**src/verilog/dcache_bus_pkg.sv**
```systemverilog
package dcache_bus_pkg;

  // Core request as seen by the controller
  typedef enum logic [1:0] {
    NONE       = 2'd0,
    LOAD       = 2'd1,
    STORE_FULL = 2'd2,
    STORE_PART = 2'd3
  } req_kind_e;

  // One bit per byte lane, lane 0 is bits 7:0
  typedef logic [3:0] bmask_t;

  // Miss handling states
  typedef enum logic [2:0] {
    IDLE       = 3'd0,
    LOOKUP     = 3'd1,
    FILL_WRITE = 3'd2,
    MEM_READ   = 3'd3,
    MEM_WRITE  = 3'd4,
    DONE       = 3'd5
  } ctrl_state_e;

endpackage

```
**src/verilog/dcache_geom_pkg.sv**
```systemverilog
package dcache_geom_pkg;

  // Direct mapped, one 32-bit word per line
  localparam int NUM_LINES = 512;
  localparam int IDX_W     = 9;
  localparam int TAG_W     = 8;

  // Address field positions
  localparam int IDX_LO = 2;
  localparam int TAG_LO = 11;

  // Upper address byte of write-back traffic
  localparam logic [7:0] MEM_BASE_DEFAULT = 8'h40;

  typedef logic [IDX_W-1:0] index_t;
  typedef logic [TAG_W-1:0] tag_t;
  typedef logic [31:0]      word_t;

  // Per-line bookkeeping
  typedef struct packed {
    logic valid;
    logic dirty;
  } line_state_t;

endpackage
```
**src/verilog/dcache_req_decode.sv**
```systemverilog
`timescale 1ns/1ns

module dcache_req_decode (
  input  logic                       sel_i,
  input  logic                       we_i,
  input  logic [31:0]                addr_i,
  input  dcache_bus_pkg::bmask_t     wmask_i,
  input  logic [31:0]                wdata_i,
  input  logic [31:0]                mem_rdata_i,
  output dcache_bus_pkg::req_kind_e  kind_o,
  output dcache_geom_pkg::index_t    index_o,
  output dcache_geom_pkg::tag_t      tag_o,
  output logic [31:0]                merge_o
);
  import dcache_geom_pkg::*;
  import dcache_bus_pkg::*;

  logic mask_legal;

  assign index_o = addr_i[IDX_LO +: IDX_W];
  assign tag_o   = addr_i[TAG_LO +: TAG_W];

  always_comb begin
    if (!sel_i) begin
      kind_o = NONE;
    end else if (!we_i) begin
      kind_o = LOAD;
    end else if (wmask_i == 4'b1111) begin
      kind_o = STORE_FULL;
    end else begin
      kind_o = STORE_PART;
    end
  end

  // Store data comes in the low bytes, the mask picks the target lanes
  always_comb begin
    merge_o    = mem_rdata_i;
    mask_legal = 1'b1;
    case (wmask_i)
      4'b0001: merge_o[7:0]   = wdata_i[7:0];
      4'b0010: merge_o[15:8]  = wdata_i[7:0];
      4'b0100: merge_o[23:16] = wdata_i[7:0];
      4'b1000: merge_o[31:24] = wdata_i[7:0];
      4'b0011: merge_o[15:0]  = wdata_i[15:0];
      4'b1100: merge_o[31:16] = wdata_i[15:0];
      4'b1111: merge_o        = wdata_i;
      default: mask_legal     = 1'b0;
    endcase

    if (sel_i && we_i) begin
      a_store_mask_legal: assert #0 (mask_legal)
        else $error("illegal store mask %b", wmask_i);
    end
  end

endmodule

```
**config.mk**
```make
export PLATFORM = sky130hd
export DESIGN_NAME = dcache_req_decode
export DESIGN_NICKNAME = d
export VERILOG_FILES = /design/src/verilog/dcache_bus_pkg.sv /design/src/verilog/dcache_geom_pkg.sv /design/src/verilog/dcache_req_decode.sv
export SDC_FILE = /design/constraint.sdc
export NUM_CORES = 1
export LEC_CHECK = 0
export ABC_AREA = 1
export ABC_CLOCK_PERIOD_IN_PS = 2870
export BUFFER_PORTS_ARGS = -buffer_cell sky130_fd_sc_hd__buf_2
export CAP_MARGIN = 10
export CORE_ASPECT_RATIO = 0.6
export CORE_MARGIN = 2
export CORE_UTILIZATION = 31
export DETAILED_ROUTE_END_ITERATION = 7
export GPL_ROUTABILITY_DRIVEN = 0
export PLACE_DENSITY = 0.95
export SLEW_MARGIN = 40
export SYNTH_ARGS = -nofsm -noshare
export SYNTH_HDL_FRONTEND = slang
export SYNTH_SLANG_ARGS = --single-unit
```
**constraint.sdc**
```tcl
create_clock -name vclk -period 2.87
set_clock_uncertainty 0.2 [all_clocks]
set_input_delay 0.861 -clock vclk [all_inputs]
set_output_delay 0.861 -clock vclk [all_outputs]
set_load 0.02 [all_outputs]
```
==> flow_metrics.tcl, run 1 <==
set metrics [dict create \
    status "finished with violations" \
    violated_checks "negative setup slack" \
    final.setup.tns_ns -0.1455 \
    port_buffers 104 \
    max_clock_freq_ghz 0.3455 \
    layout.cells.most_common_list "buf_2, nand2_1, nand3_1" \
    post_drt_via_cell_ratio 4.871 \
    synth.yosys.warnings 0 \
    area.growth.synth_to_final_pct 107.0 \
    drtAntennaViolNets 0 \
    setup_repair_after_global_routing_missed_its_margin "true" \
    report.power.total_uw 329.2 \
    synth.top_cells.by_area "nand2_1, nand3_1, buf_4, nor2_1, inv_1" \
    drt-wirelength-per-cell_um 13.21 \
    vert_die_dim_um 45.90 \
    peakVddDrop_uv 100.9 \
    synth_cell_type_count 13 \
    drive_gt1_share_pct 58.67 \
    synth_seq_area_share_pct 0 \
    relative_slew_slack_pct 81.30 \
    wl_um 4517 \
    critical_path_required_ns 1.81 \
    synth_top_area_share_pct 34.76 \
    fin_hold_ws_ns 1.522 \
    tightest_slew_ns 0.2798 \
    post-dp-hpwl_um 3129 \
    max_cap_violations 0 \
    synth.avg_cell_area_um2 4.605 \
    worst_setup_path_end_kind "output pin" \
    n_fill_cell 236 \
    finalSetupViolations 11 \
    finalCritPeriodShare_pct 100.8 \
    drc 0 \
    drt_iter0_drc 84 \
    worst_hold_path_stage_count 0 \
    worst_slack_ns -0.02418 \
    number_of_antenna_violations_at_the_first_check_in_global_routing 0 \
    synth_nets 299 \
    grt_max_degree 15 \
    core_area_um2 2834 \
    total_leakage_power_nw 1.127 \
    aggregate_global_routing_overflow 0 \
    synth_cells 197 \
    n_antenna_cell 0 \
    gr-usage-all-layers_pct 21.85 \
    num_vias 1666 \
    hold_buffers 0 \
    io_pins 153 \
    hp-class "primary input to output pin" \
    design.seq.count 0 \
    global_route_wire_length_before_repair_um 5754 \
    synth_largest_area_cell "nand2_1" \
    worst_setup_path_start_kind "primary input" \
    worst-endpoint-arrival_ns 1.83 \
    power_per_cell_area_nw_per_um2 175.3 \
    layout_clock_buffers 0 \
    min_period_ns 2.894 \
    timing_max_transition_violations_final 0 \
    rows 15 \
    final_nets 404 \
    hp-start "addr_i[6]" \
    die_w_um 73.84 \
    initial_utilization_pct 32.01 \
    floorplan.die_area_um2 3389 \
    vias_in_the_first_global_route 1293 \
    critical_path_fanout_max 8 \
    layout_commonest_cell "buf_2" \
    synth_area_um2 907.1 \
    path_class "primary input to output pin" \
    min_delay_worst_endpoint "index_o[4]" \
    final_hold_fails 0 \
    dr.pass1.iters 4 \
    register_area_um2 0 \
]
-- worst max-delay path by stage --
stage,from,to,cells after the start
after floorplan,wmask_i[2],kind_o[0],4
after global placement,wmask_i[3],merge_o[29],7
after detailed placement,wmask_i[3],merge_o[27],7
after CTS,wmask_i[2],merge_o[16],8
after global routing,wmask_i[2],merge_o[16],8
final,wmask_i[2],merge_o[9],9
-- layer usage --
metal / vias up / part of all wire, % / track usage (%) / wire length (µm)
li1: 816 / - / - / -
met1: 761 / 42 / 27.00 / 1907
met2: 87 / 49 / 42.32 / 2205
met3: 2 / 8.4 / 3.097 / 380
met4: 0 / 0.53 / 1.455 / 24
met5: - / 0 / 0 / 0
-- cells by family after synthesis --
family	share of synthesized area (%)
buffers and inverters	23.72
AO/OA/AOI/OAI	1.379
AND/OR/NAND/NOR	74.90
-- synthesized netlist by cell type (all sizes together) --
master and instances:
a21boi 1, a21oi 1, buf 21, clkbuf 1, inv 13, nand2 88
nand3 51, nor2 21
-- per-stage QoR --
stage,instances,setup slack [ns],util (%),cell area (µm²)
finish,342,-0.02418,66.27,1878
global route,342,-0.08385,66.27,1878
CTS,341,0.002710,55.94,1585
detailed placement,340,-0.2159,51.39,1456
global placement,340,-0.2120,51.39,1456
floorplan,197,0.1276,-,907.1
-- worst max-delay path, cell delays in order --
cell     delay (ns)
buf_8          0.10
buf_6          0.12
nor2_4         0.12
nand2_2        0.08
nor2_2         0.13
buf_6          0.17
nand2_2        0.06
nand3_2        0.07
buf_6          0.11
-- power by group --
part | leakage, nW | switching, mW | internal (mW)
logic | 1.13 | 0.177 | 0.152
clock network | 0 | 0 | 0
registers | 0 | 0 | 0
total | 1.13 | 0.177 | 0.152
-- layout make-up --
type | count | area, µm² | share of cell area [%]
Tap cell | 42 | 52.55 | 2.798
Timing Repair Buffer | 125 | 863.3 | 45.97
Inverter | 13 | 55.05 | 2.931
Multi-Input combinational cell | 162 | 907.1 | 48.30
-- what timing repair did --
action	in CTS	in global routing
setup buffers	0	1
gates cloned	1	0
endpoints found under the setup margin	32	32
hold endpoints to repair	0	0
resized for setup	36	79
pin swaps	3	31
No activity file was read; power rests on OpenSTA's default activity.
==> run 2, diff against run 1 <==
==> constraint.sdc (replaced) <==
create_clock -name vclk -period 2.87
set_clock_uncertainty 0.2 [all_clocks]
set_input_delay 0.861 -clock vclk [all_inputs]
set_output_delay 0.861 -clock vclk [all_outputs]
set_load 0.005 [all_outputs]
==> flow_metrics.tcl, run 2 (synthesized netlist as in run 1, its figures left out) <==
set metrics [dict create \
    n_antenna_cell 0 \
    num_vias 1612 \
    worst_setup_path_start_kind "primary input" \
    max_cap_violations 0 \
    finalCritPeriodShare_pct 99.89 \
    status "completed" \
    hold_buffers 0 \
    drive_gt1_share_pct 51.53 \
    layout_clock_buffers 0 \
    grt.busiest_layer "met2" \
    aggregate_global_routing_overflow 0 \
    vert_die_dim_um 45.90 \
    floorplan.die_area_um2 3389 \
    die_w_um 73.84 \
    worst_hold_path_stage_count 0 \
    drtAntennaViolNets 0 \
    layout_commonest_cell "buf_2" \
    gr-usage-all-layers_pct 19.16 \
    total_leakage_power_nw 1.017 \
    layout.cells.most_common_list "buf_2, nand2_1, nand3_1" \
    final_nets 399 \
    post-dp-hpwl_um 3012 \
    core_area_um2 2834 \
    wl_um 3936 \
    finalSetupViolations 0 \
    number_of_antenna_violations_at_the_first_check_in_global_routing 0 \
    area.growth.synth_to_final_pct 74.21 \
    groute.layer.met3.usage_pct 1.991 \
    drc 0 \
    hp-start "addr_i[6]" \
    hp-class "primary input to output pin" \
    dr.pass1.iters 4 \
    grt.met2_usage_pct 35.71 \
    min_delay_worst_endpoint "index_o[4]" \
    final_hold_fails 0 \
    peakVddDrop_uv 66.87 \
    register_area_um2 0 \
    grt_max_degree 15 \
    rows 15 \
    drt_iter0_drc 60 \
    relative_slew_slack_pct 81.60 \
    fin_hold_ws_ns 1.522 \
    tightest_slew_ns 0.2754 \
    io_pins 153 \
    worst-endpoint-arrival_ns 1.81 \
    critical_path_required_ns 1.81 \
    design.seq.count 0 \
    drt-wirelength-per-cell_um 11.68 \
    worst_setup_path_end_kind "output pin" \
    min_period_ns 2.867 \
    post-route-util_pct 55.76 \
    finish.instance_area_um2 1580 \
    grt_use_met1_pct 25.19 \
    path_class "primary input to output pin" \
    max_clock_freq_ghz 0.3488 \
    vias_in_the_first_global_route 1170 \
    port_buffers 104 \
    global_route_wire_length_before_repair_um 5140 \
    critical_path_fanout_max 8 \
    worst_setup_path_startpoint "wmask_i[2]" \
    placed_area_um2 1411 \
    setup_repair_after_global_routing_missed_its_margin "true" \
    final.setup.tns_ns 0 \
    timing_max_transition_violations_final 0 \
    n_fill_cell 283 \
    initial_utilization_pct 32.01 \
    power_per_cell_area_nw_per_um2 137.4 \
    post_drt_via_cell_ratio 4.783 \
]
==> run 2: how the worst max path moves through the flow <==
stage	to	slack, ns
2_1_floorplan	merge_o[10]	0.24
3_3_place_gp	merge_o[29]	-0.17
3_5_place_dp	merge_o[27]	-0.18
4_1_cts	merge_o[30]	0.02
5_1_grt	merge_o[30]	-0.05
6_report	merge_o[12]	0.003
==> run 2: routing by layer <==
metal	share of wire [%]	vias up
li1	-	808
met5	0	-
met2	45	86
met1	47	718
met4	0	0
met3	7.9	0
==> run 2: worst max-delay path, stage by stage <==
cell and delay, ns:
buf_6 0.10, buf_6 0.12, nor2_4 0.13, nand2_2 0.07, nor2_2 0.11, buf_6 0.17, nand2_1 0.06, nand3_1 0.07
buf_2 0.11
==> run 2: area by class of cell <==
type	count	area, µm²	share of cell area (%)
Inverter	13	52.55	3.325
Multi-Input combinational cell	162	805.8	50.99
Timing Repair Buffer	120	669.4	42.36
Tap cell	42	52.55	3.325
==> run 2: per-stage QoR <==
step	setup slack (ns)	cells	total power [mW]
5_1_grt	-0.04563	337	0.2390
2_1_floorplan	0.2375	197	0.09819
3_3_place_gp	-0.1732	334	0.1899
6_report	0.003141	337	0.2171
3_5_place_dp	-0.1787	334	0.1928
4_1_cts	0.01975	334	0.1979
==> run 2: repair_timing <==
item,in CTS,in global routing
resized for setup,9,32
gates cloned,0,2
pin swaps,0,11
buffers inserted,0,1
endpoints found under the setup margin,26,32
==> run 2: where the power goes <==
part / switching (mW) / leakage [nW] / internal [mW] / total (mW)
Combinational: 0.109 / 1.02 / 0.108 / 0.217
Sequential: 0 / 0 / 0 / 0
Clock: 0 / 0 / 0 / 0
