**config.mk**
```make
export PLATFORM = sky130hd
export DESIGN_NAME = dcache_load_return
export DESIGN_NICKNAME = d
export VERILOG_FILES = /design/src/verilog/dcache_bus_pkg.sv /design/src/verilog/dcache_load_return.sv
export SDC_FILE = /design/constraint.sdc
export NUM_CORES = 1
export LEC_CHECK = 0
export ABC_CLOCK_PERIOD_IN_PS = 1500
export BUFFER_PORTS_ARGS = -buffer_cell sky130_fd_sc_hd__buf_2
export CORE_UTILIZATION = 35
export DETAILED_ROUTE_END_ITERATION = 10
export SYNTH_ARGS = -nofsm -noshare
export SYNTH_HDL_FRONTEND = slang
export SYNTH_SLANG_ARGS = --single-unit
```
**constraint.sdc**
```tcl
create_clock -name clk_i -period 1.5 [get_ports clk_i]
set_input_delay 0.075 -clock clk_i [delete_from_list [all_inputs] [get_ports clk_i]]
set_output_delay 0.075 -clock clk_i [all_outputs]
set_load 0.02 [all_outputs]
```
**src/verilog/dcache_bus_pkg.sv**
```systemverilog
package dcache_bus_pkg;

  // Core request as seen by the controller
  typedef enum logic [1:0] {
    NONE       = 2'd0,
    LOAD       = 2'd1,
    STORE_FULL = 2'd2,
    STORE_PART = 2'd3
  } req_kind_e;

  // One bit per byte lane, lane 0 is bits 7:0
  typedef logic [3:0] bmask_t;

  // Miss handling states
  typedef enum logic [2:0] {
    IDLE       = 3'd0,
    LOOKUP     = 3'd1,
    FILL_WRITE = 3'd2,
    MEM_READ   = 3'd3,
    MEM_WRITE  = 3'd4,
    DONE       = 3'd5
  } ctrl_state_e;

endpackage

```
**src/verilog/dcache_load_return.sv**
```systemverilog
`timescale 1ns/1ns

module dcache_load_return (
  input  logic                         clk_i,
  input  logic                         rst_i,
  input  dcache_bus_pkg::ctrl_state_e  state_i,
  input  logic [31:0]                  rd_word_i,
  output logic [31:0]                  rdata_o
);
  import dcache_bus_pkg::*;

  // Store output is fresh only during LOOKUP
  always_ff @(posedge clk_i) begin
    if (rst_i) begin
      rdata_o <= '0;
    end else if (state_i == LOOKUP) begin
      rdata_o <= rd_word_i;
    end
  end

endmodule

```
==> impl_metrics.csv, run 1 <==
group,metric,value,unit
status,status,"completed",
power_and_ir_drop,cellLeakagePower,0.861,nW
clocking,cts.sink_count,32,
grt,grtUsageMet3,0.0428,
timing,period_needed,875,ps
grt,antenna_found_initial,0,
floorplanning,die_h,66.9,um
timing,max_freq,1140,MHz
timing,worstMarginPinSlew,366,ps
drt,antenna_left,0,
placement,dp_hpwl,2110,um
synthesis,synth_top_area_frac,0.435,
finish,multi_input_area,739,um^2
critical_path,cp_cell_sequence,"buf_2",
clocking,cts_made_buffers,5,
floorplanning,core,4030,um^2
synthesis,avgSynthCellArea,10.5,um^2
power_and_ir_drop,total_power,1.85,mW
clocking,holdBufCountCts,0,
power_and_ir_drop,vdd_drop_max,0.000465,V
synthesis,synth_cells,140,
hold_path,worstHoldPathType,"in -> reg",
critical_path,critPathKind,"reg -> out",
finish,insertedDiodeCount,0,
placement,gp_congestion,0.673,
finish,top_register,"rdata_o",
drt,viasPerCell,4.41,
timing,timing_hold_violations_final,0,
placement,portBuffers,68,
floorplanning,die_area,4470,um^2
finish,fillers,415,
drt,dr.pass1.iters,4,
critical_path,crit_path_max_fanout,2,
critical_path,cp_num_buf_inv,1,
clocking,clock_path_buffers,2,
finish,reg_top3,"rdata_o (32)",
grt,globalRoute.busiestLayer,"met2",
synthesis,synth_top_cell_by_area,"dfxtp_1",
drt,wl_per_cell,11.5,um
clocking,path_clk_slew,60,ps
drt,wl,2940,um
timing,setup_viol,0,
timing,max_slew_margin,0.756,
finish,final_nets,243,
synthesis,netlist_area,1470,um^2
drt,vias,1128,
synthesis,synth.area.top_cells,"dfxtp_1 (44%), nand2b_1 (27%), mux2i_1 (22%)",
critical_path,crit_slowest_cell,"dfxtp_1",
floorplanning,die-width,66.9,um
clocking,cts_resized,0,
clocking,clk_latency,280,ps
synthesis,ys_seq_area_frac,0.435,
critical_path,cp-start-kind,"flip-flop",
grt,grt_pass1_vias,1096,
finish,drive_gt1_frac,0.379,
timing,slew_viol_final,0,
finish,final-seq-area,641,um^2
drt,initialDrtViolationCount,38,
critical_path,critPathTopFamily,"flip-flops",
timing,rsz0062_at_grt,"false",
floorplanning,initial_utilization,0.366,
synthesis,synth_seq_cells,32,
critical_path,cp.required,1420,ps
clocking,cts-htree-levels,2,
floorplanning,row_count,23,
grt,grt_pass1_wl,4860,um
finish,largest_reg_flops,32,
clocking,cts_root_buf,"clkbuf_8",
clocking,cts_tree,"done",
timing,fin_crit_sh,0.583,
grt,gr-usage-all-layers,0.146,
timing,clock_skew,0,ps
critical_path,end_kind,"output pin",
timing,finalSetupTns,0,ps
job,maxCapViolations,0,
grt,met1_usage,0.169,
critical_path,crit_arrival,800,ps
synthesis,synth_cell_types,8,
floorplanning,ioPinCount,69,
critical_path,cpPeakStageDelay,350,ps
finish,synthToLayoutAreaGrowth,30.3,%
drt,drc_errors,0,
power_and_ir_drop,p_per_area,962,nW/um^2
synthesis,syn_nets,177,
clocking,post-cts-setup-buffers,0,
grt,grt_overflow,0,
synthesis,yosys_warnings,0,
grt,grt_use_met2,0.245,
finish,fin_util,0.476,
grt,grt_start_max_net_pins,38,
-- tightest hold or removal path, cell delays in order --
cell and delay, ps:
buf_2 100, nand2b_1 50, mux2i_1 60
-- layout by cell type, fill, tap and decap left out --
master / synthesis / layout
nand2b_1: 64 / 64
clkbuf_8: 0 / 7
nor3b_4: 0 / 1
dfxtp_1: 32 / 32
mux2i_1: 32 / 32
buf_2: 1 / 68
buf_12: 3 / 2
-- cell families (layout without fill, tap and decap cells) --
family / Yosys count / in the layout / synth area share
and+or+nand+nor: 65 / 65 / 0.280
muxes: 32 / 32 / 0.218
DFF: 32 / 32 / 0.435
buffers and inverters: 11 / 77 / 0.0671
-- per-layer routing --
layer  vias up  wire (um)
met5         -          0
met4         0         60
met3         9        230
met2        45       1350
met1       499       1290
li1        575          -
-- synth_stat cells (all sizes together) --
master / count
buf: 5
dfxtp: 32
nor3b: 1
clkbuf: 6
mux2i: 32
nand2b: 64
-- final cells by class --
cell class / count / area share
repair buffers: 70 / 0.198
flip-flops and latches: 32 / 0.334
multi-input cells: 97 / 0.385
well taps: 50 / 0.0326
clock buffers: 7 / 0.0502
-- per-stage QoR --
stage	area, um^2	std cells	hold WS [ps]	setup slack [ps]
floorplan	1470	140	230	728
global placement	1820	249	335	547
detailed placement	1820	249	342	493
CTS	1920	256	40.5	612
global route	1920	256	49.4	566
finish	1920	256	48.2	625
-- power breakdown --
group / switching (mW) / internal [mW] / total, mW
clock network: 0.303 / 0.408 / 0.711
logic: 0.118 / 0.123 / 0.240
registers: 0.0147 / 0.880 / 0.895
-- worst paths after layout --
| kind | start | end | slack, ps | cells past startpoint |
|---|---|---|---|---|
| min reg2reg | rdata_o[20]$_SDFFE_PP0N_ | rdata_o[20]$_SDFFE_PP0N_ | 470 | 2 |
| max | rdata_o[9]$_SDFFE_PP0N_ | rdata_o[9] | 630 | 1 |
| min | rd_word_i[18] | rdata_o[18]$_SDFFE_PP0N_ | 50 | 3 |
| max reg2reg | rdata_o[19]$_SDFFE_PP0N_ | rdata_o[19]$_SDFFE_PP0N_ | 910 | 2 |
No activity file was read; power rests on OpenSTA's default activity.
==> run 2: changes to the inputs <==
--- a/config.mk
+++ b/config.mk
@@ -5,7 +5,7 @@
 export SDC_FILE = /design/constraint.sdc
 export NUM_CORES = 1
 export LEC_CHECK = 0
-export ABC_CLOCK_PERIOD_IN_PS = 1500
+export ABC_CLOCK_PERIOD_IN_PS = 900
 export BUFFER_PORTS_ARGS = -buffer_cell sky130_fd_sc_hd__buf_2
 export CORE_UTILIZATION = 35
 export DETAILED_ROUTE_END_ITERATION = 10
==> constraint.sdc (replaced) <==
create_clock -name clk_i -period 0.9 [get_ports clk_i]
set_input_delay 0.045 -clock clk_i [delete_from_list [all_inputs] [get_ports clk_i]]
set_output_delay 0.045 -clock clk_i [all_outputs]
set_load 0.02 [all_outputs]
==> impl_metrics.csv, run 2 (synthesized netlist as in run 1, its figures left out) <==
group,metric,value,unit
clocking,clk_latency,270,ps
critical_path,r2r_end,"rdata_o[3]$_SDFFE_PP0N_",
clocking,cts-htree-levels,2,
drt,drc_errors,0,
hold_path,worstHoldPathType,"in -> reg",
floorplanning,die_area,4470,um^2
drt,wl,2790,um
grt,grt_start_max_net_pins,65,
drt,initialDrtViolationCount,27,
drt,viasPerCell,4.38,
timing,rsz0062_at_grt,"false",
clocking,path_clk_slew,60,ps
power_and_ir_drop,p_per_area,1500,nW/um^2
drt,top_layer,"met4",
grt,grt_pass1_wl,4460,um
grt,grt_pass1_vias,1033,
finish,multi_input_area,739,um^2
finish,fin_util,0.465,
critical_path,cp-start-kind,"flip-flop",
power_and_ir_drop,cell_internal_pwr,2.16,mW
critical_path,cpPeakStageDelay,340,ps
critical_path,crit_arrival,780,ps
clocking,cts.sink_count,32,
clocking,cts_made_buffers,5,
finish,final_cell_mix,"buf_2 (68), nand2b_1 (64), mux2i_1 (32), dfxtp_1 (32), clkbuf_8 (5)",
clocking,clock_path_buffers,2,
finish,top_register,"rdata_o",
power_and_ir_drop,pwr-share-comb,0.138,
clocking,holdBufCountCts,0,
critical_path,end_kind,"output pin",
drt,dr.pass1.iters,4,
critical_path,reg2reg_slack,300,ps
timing,worstMarginPinSlew,694,ps
power_and_ir_drop,vdd_drop_max,0.000773,V
critical_path,cp_cell_sequence,"buf_2",
placement,dp_hpwl,1980,um
finish,insertedDiodeCount,0,
power_and_ir_drop,seqPwrFrac,0.530,
power_and_ir_drop,p_sw_frac,0.233,
finish,final_nets,242,
finish,fillers,406,
timing,setup_viol,0,
power_and_ir_drop,power_switching,655,uW
finish,layout.cells.non_filler,253,
clocking,post-cts-setup-buffers,0,
timing,max_slew_margin,0.538,
clocking,cts_tree,"done",
critical_path,reg2regPathDepth,2,
placement,pre_cts_slack,-140,ps
finish,finalInstanceArea,1870,um^2
floorplanning,die_h,66.9,um
critical_path,critPathKind,"reg -> out",
timing,max_freq,1220,MHz
drt,vias,1109,
drt,wl_per_cell,11.0,um
finish,largest_reg_flops,32,
drt,wl_met2,1300,um
clocking,cts_resized,0,
floorplanning,core,4030,um^2
timing,finalSetupTns,0,ps
critical_path,crit_slowest_cell,"dfxtp_1",
job,maxCapViolations,0,
critical_path,cp_num_buf_inv,1,
floorplanning,ioPinCount,69,
finish,final-seq-area,641,um^2
critical_path,cp.required,850,ps
placement,placed_area,1800,um^2
placement,portBuffers,68,
timing,timing_hold_violations_final,0,
timing,slew_viol_final,0,
hold_path,hold_depth,3,
hold_path,hp-start,"rd_word_i[30]",
timing,clock_skew,0,ps
power_and_ir_drop,p_clk_frac,0.332,
floorplanning,row_count,23,
timing,fin_hold_ws,30.2,ps
drt,wl_met1,1170,um
critical_path,crit_path_max_fanout,2,
power_and_ir_drop,cellLeakagePower,0.837,nW
grt,gr-usage-all-layers,0.135,
critical_path,r2r_start,"rdata_o[3]$_SDFFE_PP0N_",
power_and_ir_drop,total_power,2.82,mW
drt,wl_met3,273,um
placement,dp.cells,248,
finish,synthToLayoutAreaGrowth,27.1,%
hold_path,hold_end,"rdata_o[30]$_SDFFE_PP0N_",
finish,final_common_cell,"buf_2",
grt,grt_overflow,0,
floorplanning,initial_utilization,0.366,
timing,fin_crit_sh,0.912,
timing,setup_slack,78.8,ps
drt,antenna_left,0,
placement,gp_congestion,0.673,
clocking,cts_root_buf,"clkbuf_8",
finish,reg_top3,"rdata_o (32)",
floorplanning,die-width,66.9,um
grt,antenna_found_initial,0,
status,status,"completed",
timing,period_needed,821,ps
critical_path,critPathTopFamily,"flip-flops",
finish,drive_gt1_frac,0.369,
## run 2: changes by cell type in the layout (fill, tap and decap cells not counted), sizes merged
cell / delta
clkbuf: -2
buf: -1
## run 2: how the worst max path moves through the flow
stage               slack (ps)  cells past startpoint                      from                       end
finish                      80                      1  rdata_o[15]$_SDFFE_PP0N_               rdata_o[15]
global placement           -40                      3                     rst_i   rdata_o[2]$_SDFFE_PP0N_
floorplan                  160                      4                state_i[1]   rdata_o[0]$_SDFFE_PP0N_
CTS                         60                      1   rdata_o[4]$_SDFFE_PP0N_                rdata_o[4]
detailed placement        -140                      3                     rst_i  rdata_o[22]$_SDFFE_PP0N_
global route                30                      1  rdata_o[10]$_SDFFE_PP0N_               rdata_o[10]
## run 2: layout make-up
cell class | instances | area share
Timing Repair Buffer | 69 | 0.193
Multi-Input combinational cell | 97 | 0.395
Clock buffer | 5 | 0.0368
Tap cell | 50 | 0.0334
Sequential cell | 32 | 0.342
## run 2: power groups by stage
| stage | logic [mW] | registers, mW | clock network, mW |
|---|---|---|---|
| 6_report | 0.389 | 1.49 | 0.936 |
| 5_1_grt | 0.427 | 1.50 | 1.04 |
| 4_1_cts | 0.398 | 1.49 | 0.986 |
| 3_5_place_dp | 0.397 | 1.52 | 0 |
| 3_3_place_gp | 0.385 | 1.52 | 0 |
| 2_1_floorplan | 0.200 | 1.58 | 0 |
## run 2: metal layers
| layer | vias up | track usage |
|---|---|---|
| met5 | - | 0 |
| met4 | 0 | 0.0718 |
| met3 | 5 | 0.0565 |
| met2 | 45 | 0.221 |
| met1 | 485 | 0.147 |
| li1 | 574 | - |
## run 2: worst reg2reg max path: cells and delay by family (launching register included)
family	cells	cell delay [ps]
AND/OR/NAND/NOR	1	60
multiplexers	1	140
flip-flops	1	320
==> run 3: changes to the inputs <==
--- a/config.mk
+++ b/config.mk
@@ -5,7 +5,7 @@
 export SDC_FILE = /design/constraint.sdc
 export NUM_CORES = 1
 export LEC_CHECK = 0
-export ABC_CLOCK_PERIOD_IN_PS = 900
+export ABC_CLOCK_PERIOD_IN_PS = 800
 export BUFFER_PORTS_ARGS = -buffer_cell sky130_fd_sc_hd__buf_2
 export CORE_UTILIZATION = 35
 export DETAILED_ROUTE_END_ITERATION = 10
==> constraint.sdc (replaced) <==
create_clock -name clk_i -period 0.8 [get_ports clk_i]
set_input_delay 0.04 -clock clk_i [delete_from_list [all_inputs] [get_ports clk_i]]
set_output_delay 0.04 -clock clk_i [all_outputs]
set_load 0.02 [all_outputs]
==> impl_metrics.csv, run 3 (synthesized netlist as in run 1, its figures left out) <==
group,metric,value,unit
status,status,"completed",
floorplanning,ioPinCount,69,
critical_path,crit_slowest_cell,"dfxtp_2",
clocking,cts_tree,"done",
critical_path,r2r_end,"rdata_o[22]$_SDFFE_PP0N_",
drt,vias,1220,
finish,synthToLayoutAreaGrowth,57.9,%
placement,dp_hpwl,2130,um
grt,gr-usage-all-layers,0.162,
finish,top_register,"rdata_o",
clocking,path_clk_slew,60,ps
drt,antenna_left,0,
placement,pre_cts_slack,-244,ps
finish,largest_reg_flops,32,
drt,wl,3340,um
timing,slew_viol_final,0,
critical_path,cp_cell_sequence,"buf_6",
drt,initialDrtViolationCount,39,
placement,portBuffers,68,
grt,grt_overflow,0,
timing,setup_slack,10.5,ps
finish,final_nets,264,
hold_path,hold_depth,3,
floorplanning,die-width,66.9,um
job,maxCapViolations,0,
drt,dr.pass1.iters,4,
timing,finalSetupTns,0,ps
floorplanning,die_area,4470,um^2
critical_path,end_kind,"output pin",
timing,period_needed,790,ps
timing,worstMarginPinSlew,447,ps
power_and_ir_drop,vdd_drop_max,0.00116,V
floorplanning,initial_utilization,0.366,
timing,setup_viol,0,
drt,viasPerCell,4.39,
critical_path,critPathTopFamily,"flip-flops",
finish,fillers,377,
floorplanning,die_h,66.9,um
drt,wl_per_cell,12.0,um
drt,wl_met1,1360,um
critical_path,reg2reg_slack,80,ps
finish,drive_gt1_frac,0.539,
finish,reg_top3,"rdata_o (32)",
hold_path,worstHoldPathType,"in -> reg",
drt,drc_errors,0,
grt,antenna_found_initial,0,
hold_path,hp-start,"rd_word_i[29]",
clocking,cts_made_buffers,5,
timing,fin_crit_sh,0.987,
finish,insertedDiodeCount,0,
finish,final_common_cell,"nand2b_1",
power_and_ir_drop,cellLeakagePower,0.998,nW
power_and_ir_drop,p_per_area,1520,nW/um^2
finish,final_cell_mix,"nand2b_1 (64), buf_2 (35), mux2i_1 (32), buf_6 (32), dfxtp_2 (32)",
critical_path,cpPeakStageDelay,350,ps
placement,gp_congestion,0.669,
drt,wl_met2,1680,um
critical_path,r2r_start,"rdata_o[22]$_SDFFE_PP0N_",
timing,timing_hold_violations_final,0,
critical_path,crit_arrival,750,ps
critical_path,crit_path_max_fanout,2,
critical_path,cp.required,760,ps
timing,rsz0062_at_grt,"true",
timing,fin_hold_ws,6.70,ps
critical_path,reg2regPathDepth,3,
drt,wl_met3,261,um
finish,fin_util,0.577,
critical_path,critPathKind,"reg -> out",
timing,clock_skew,0,ps
clocking,cts.sink_count,32,
clocking,clk_latency,280,ps
grt,grt_pass1_wl,5180,um
drt,top_layer,"met4",
critical_path,cp-start-kind,"flip-flop",
clocking,cts-htree-levels,2,
floorplanning,core,4030,um^2
critical_path,cp_num_buf_inv,1,
timing,max_freq,1270,MHz
timing,max_slew_margin,0.702,
clocking,clock_path_buffers,2,
grt,grt_pass1_vias,1194,
grt,grt_start_max_net_pins,65,
hold_path,hold_end,"rdata_o[29]$_SDFFE_PP0N_",
clocking,cts_root_buf,"clkbuf_8",
floorplanning,row_count,23,
run 3: how the worst max path moves through the flow:
| stage | start | end | slack, ps | cells after the start |
|---|---|---|---|---|
| finish | rdata_o[18]$_SDFFE_PP0N_ | rdata_o[18] | 10 | 1 |
| global route | rdata_o[18]$_SDFFE_PP0N_ | rdata_o[18] | -20 | 1 |
| CTS | rdata_o[25]$_SDFFE_PP0N_ | rdata_o[25] | 1 | 1 |
| floorplan | state_i[1] | rdata_o[0]$_SDFFE_PP0N_ | 60 | 4 |
| global placement | rst_i | rdata_o[2]$_SDFFE_PP0N_ | -140 | 3 |
| detailed placement | rst_i | rdata_o[3]$_SDFFE_PP0N_ | -240 | 3 |
run 3: cell type report:
cell class,instances,area (um^2),share of cell area
flip-flops and latches,32,681,0.293
well taps,50,62.6,0.0269
multi-input cells,97,739,0.318
clock buffers,6,82.6,0.0355
repair buffers,91,751,0.323
clock inverters,2,10.0,0.00430
run 3: stage by stage:
stage | instance area (um^2) | total power, mW | instances
after floorplan | 1470 | 2.01 | 140
after global placement | 1800 | 2.14 | 248
after detailed placement | 1800 | 2.16 | 248
after CTS | 2240 | 3.57 | 267
after global routing | 2330 | 3.71 | 278
final | 2330 | 3.53 | 278
run 3: what timing repair did:
action	4_1_cts	5_1_grt
gates resized for setup	95	2
setup buffers	2	11
hold buffers	9	0
setup endpoints to repair	32	50
hold endpoints to repair	9	0
run 3: report_power, final:
part	total (mW)	internal [mW]	switching [mW]
Clock	1.25	0.685	0.568
Combinational	0.575	0.340	0.235
Sequential	1.70	1.66	0.0405
Total	3.53	2.69	0.844
run 3: layer usage:
| metal | track usage | up-vias |
|---|---|---|
| li1 | - | 618 |
| met1 | 0.159 | 554 |
| met2 | 0.287 | 42 |
| met3 | 0.0788 | 6 |
| met4 | 0.0638 | 0 |
| met5 | 0 | - |
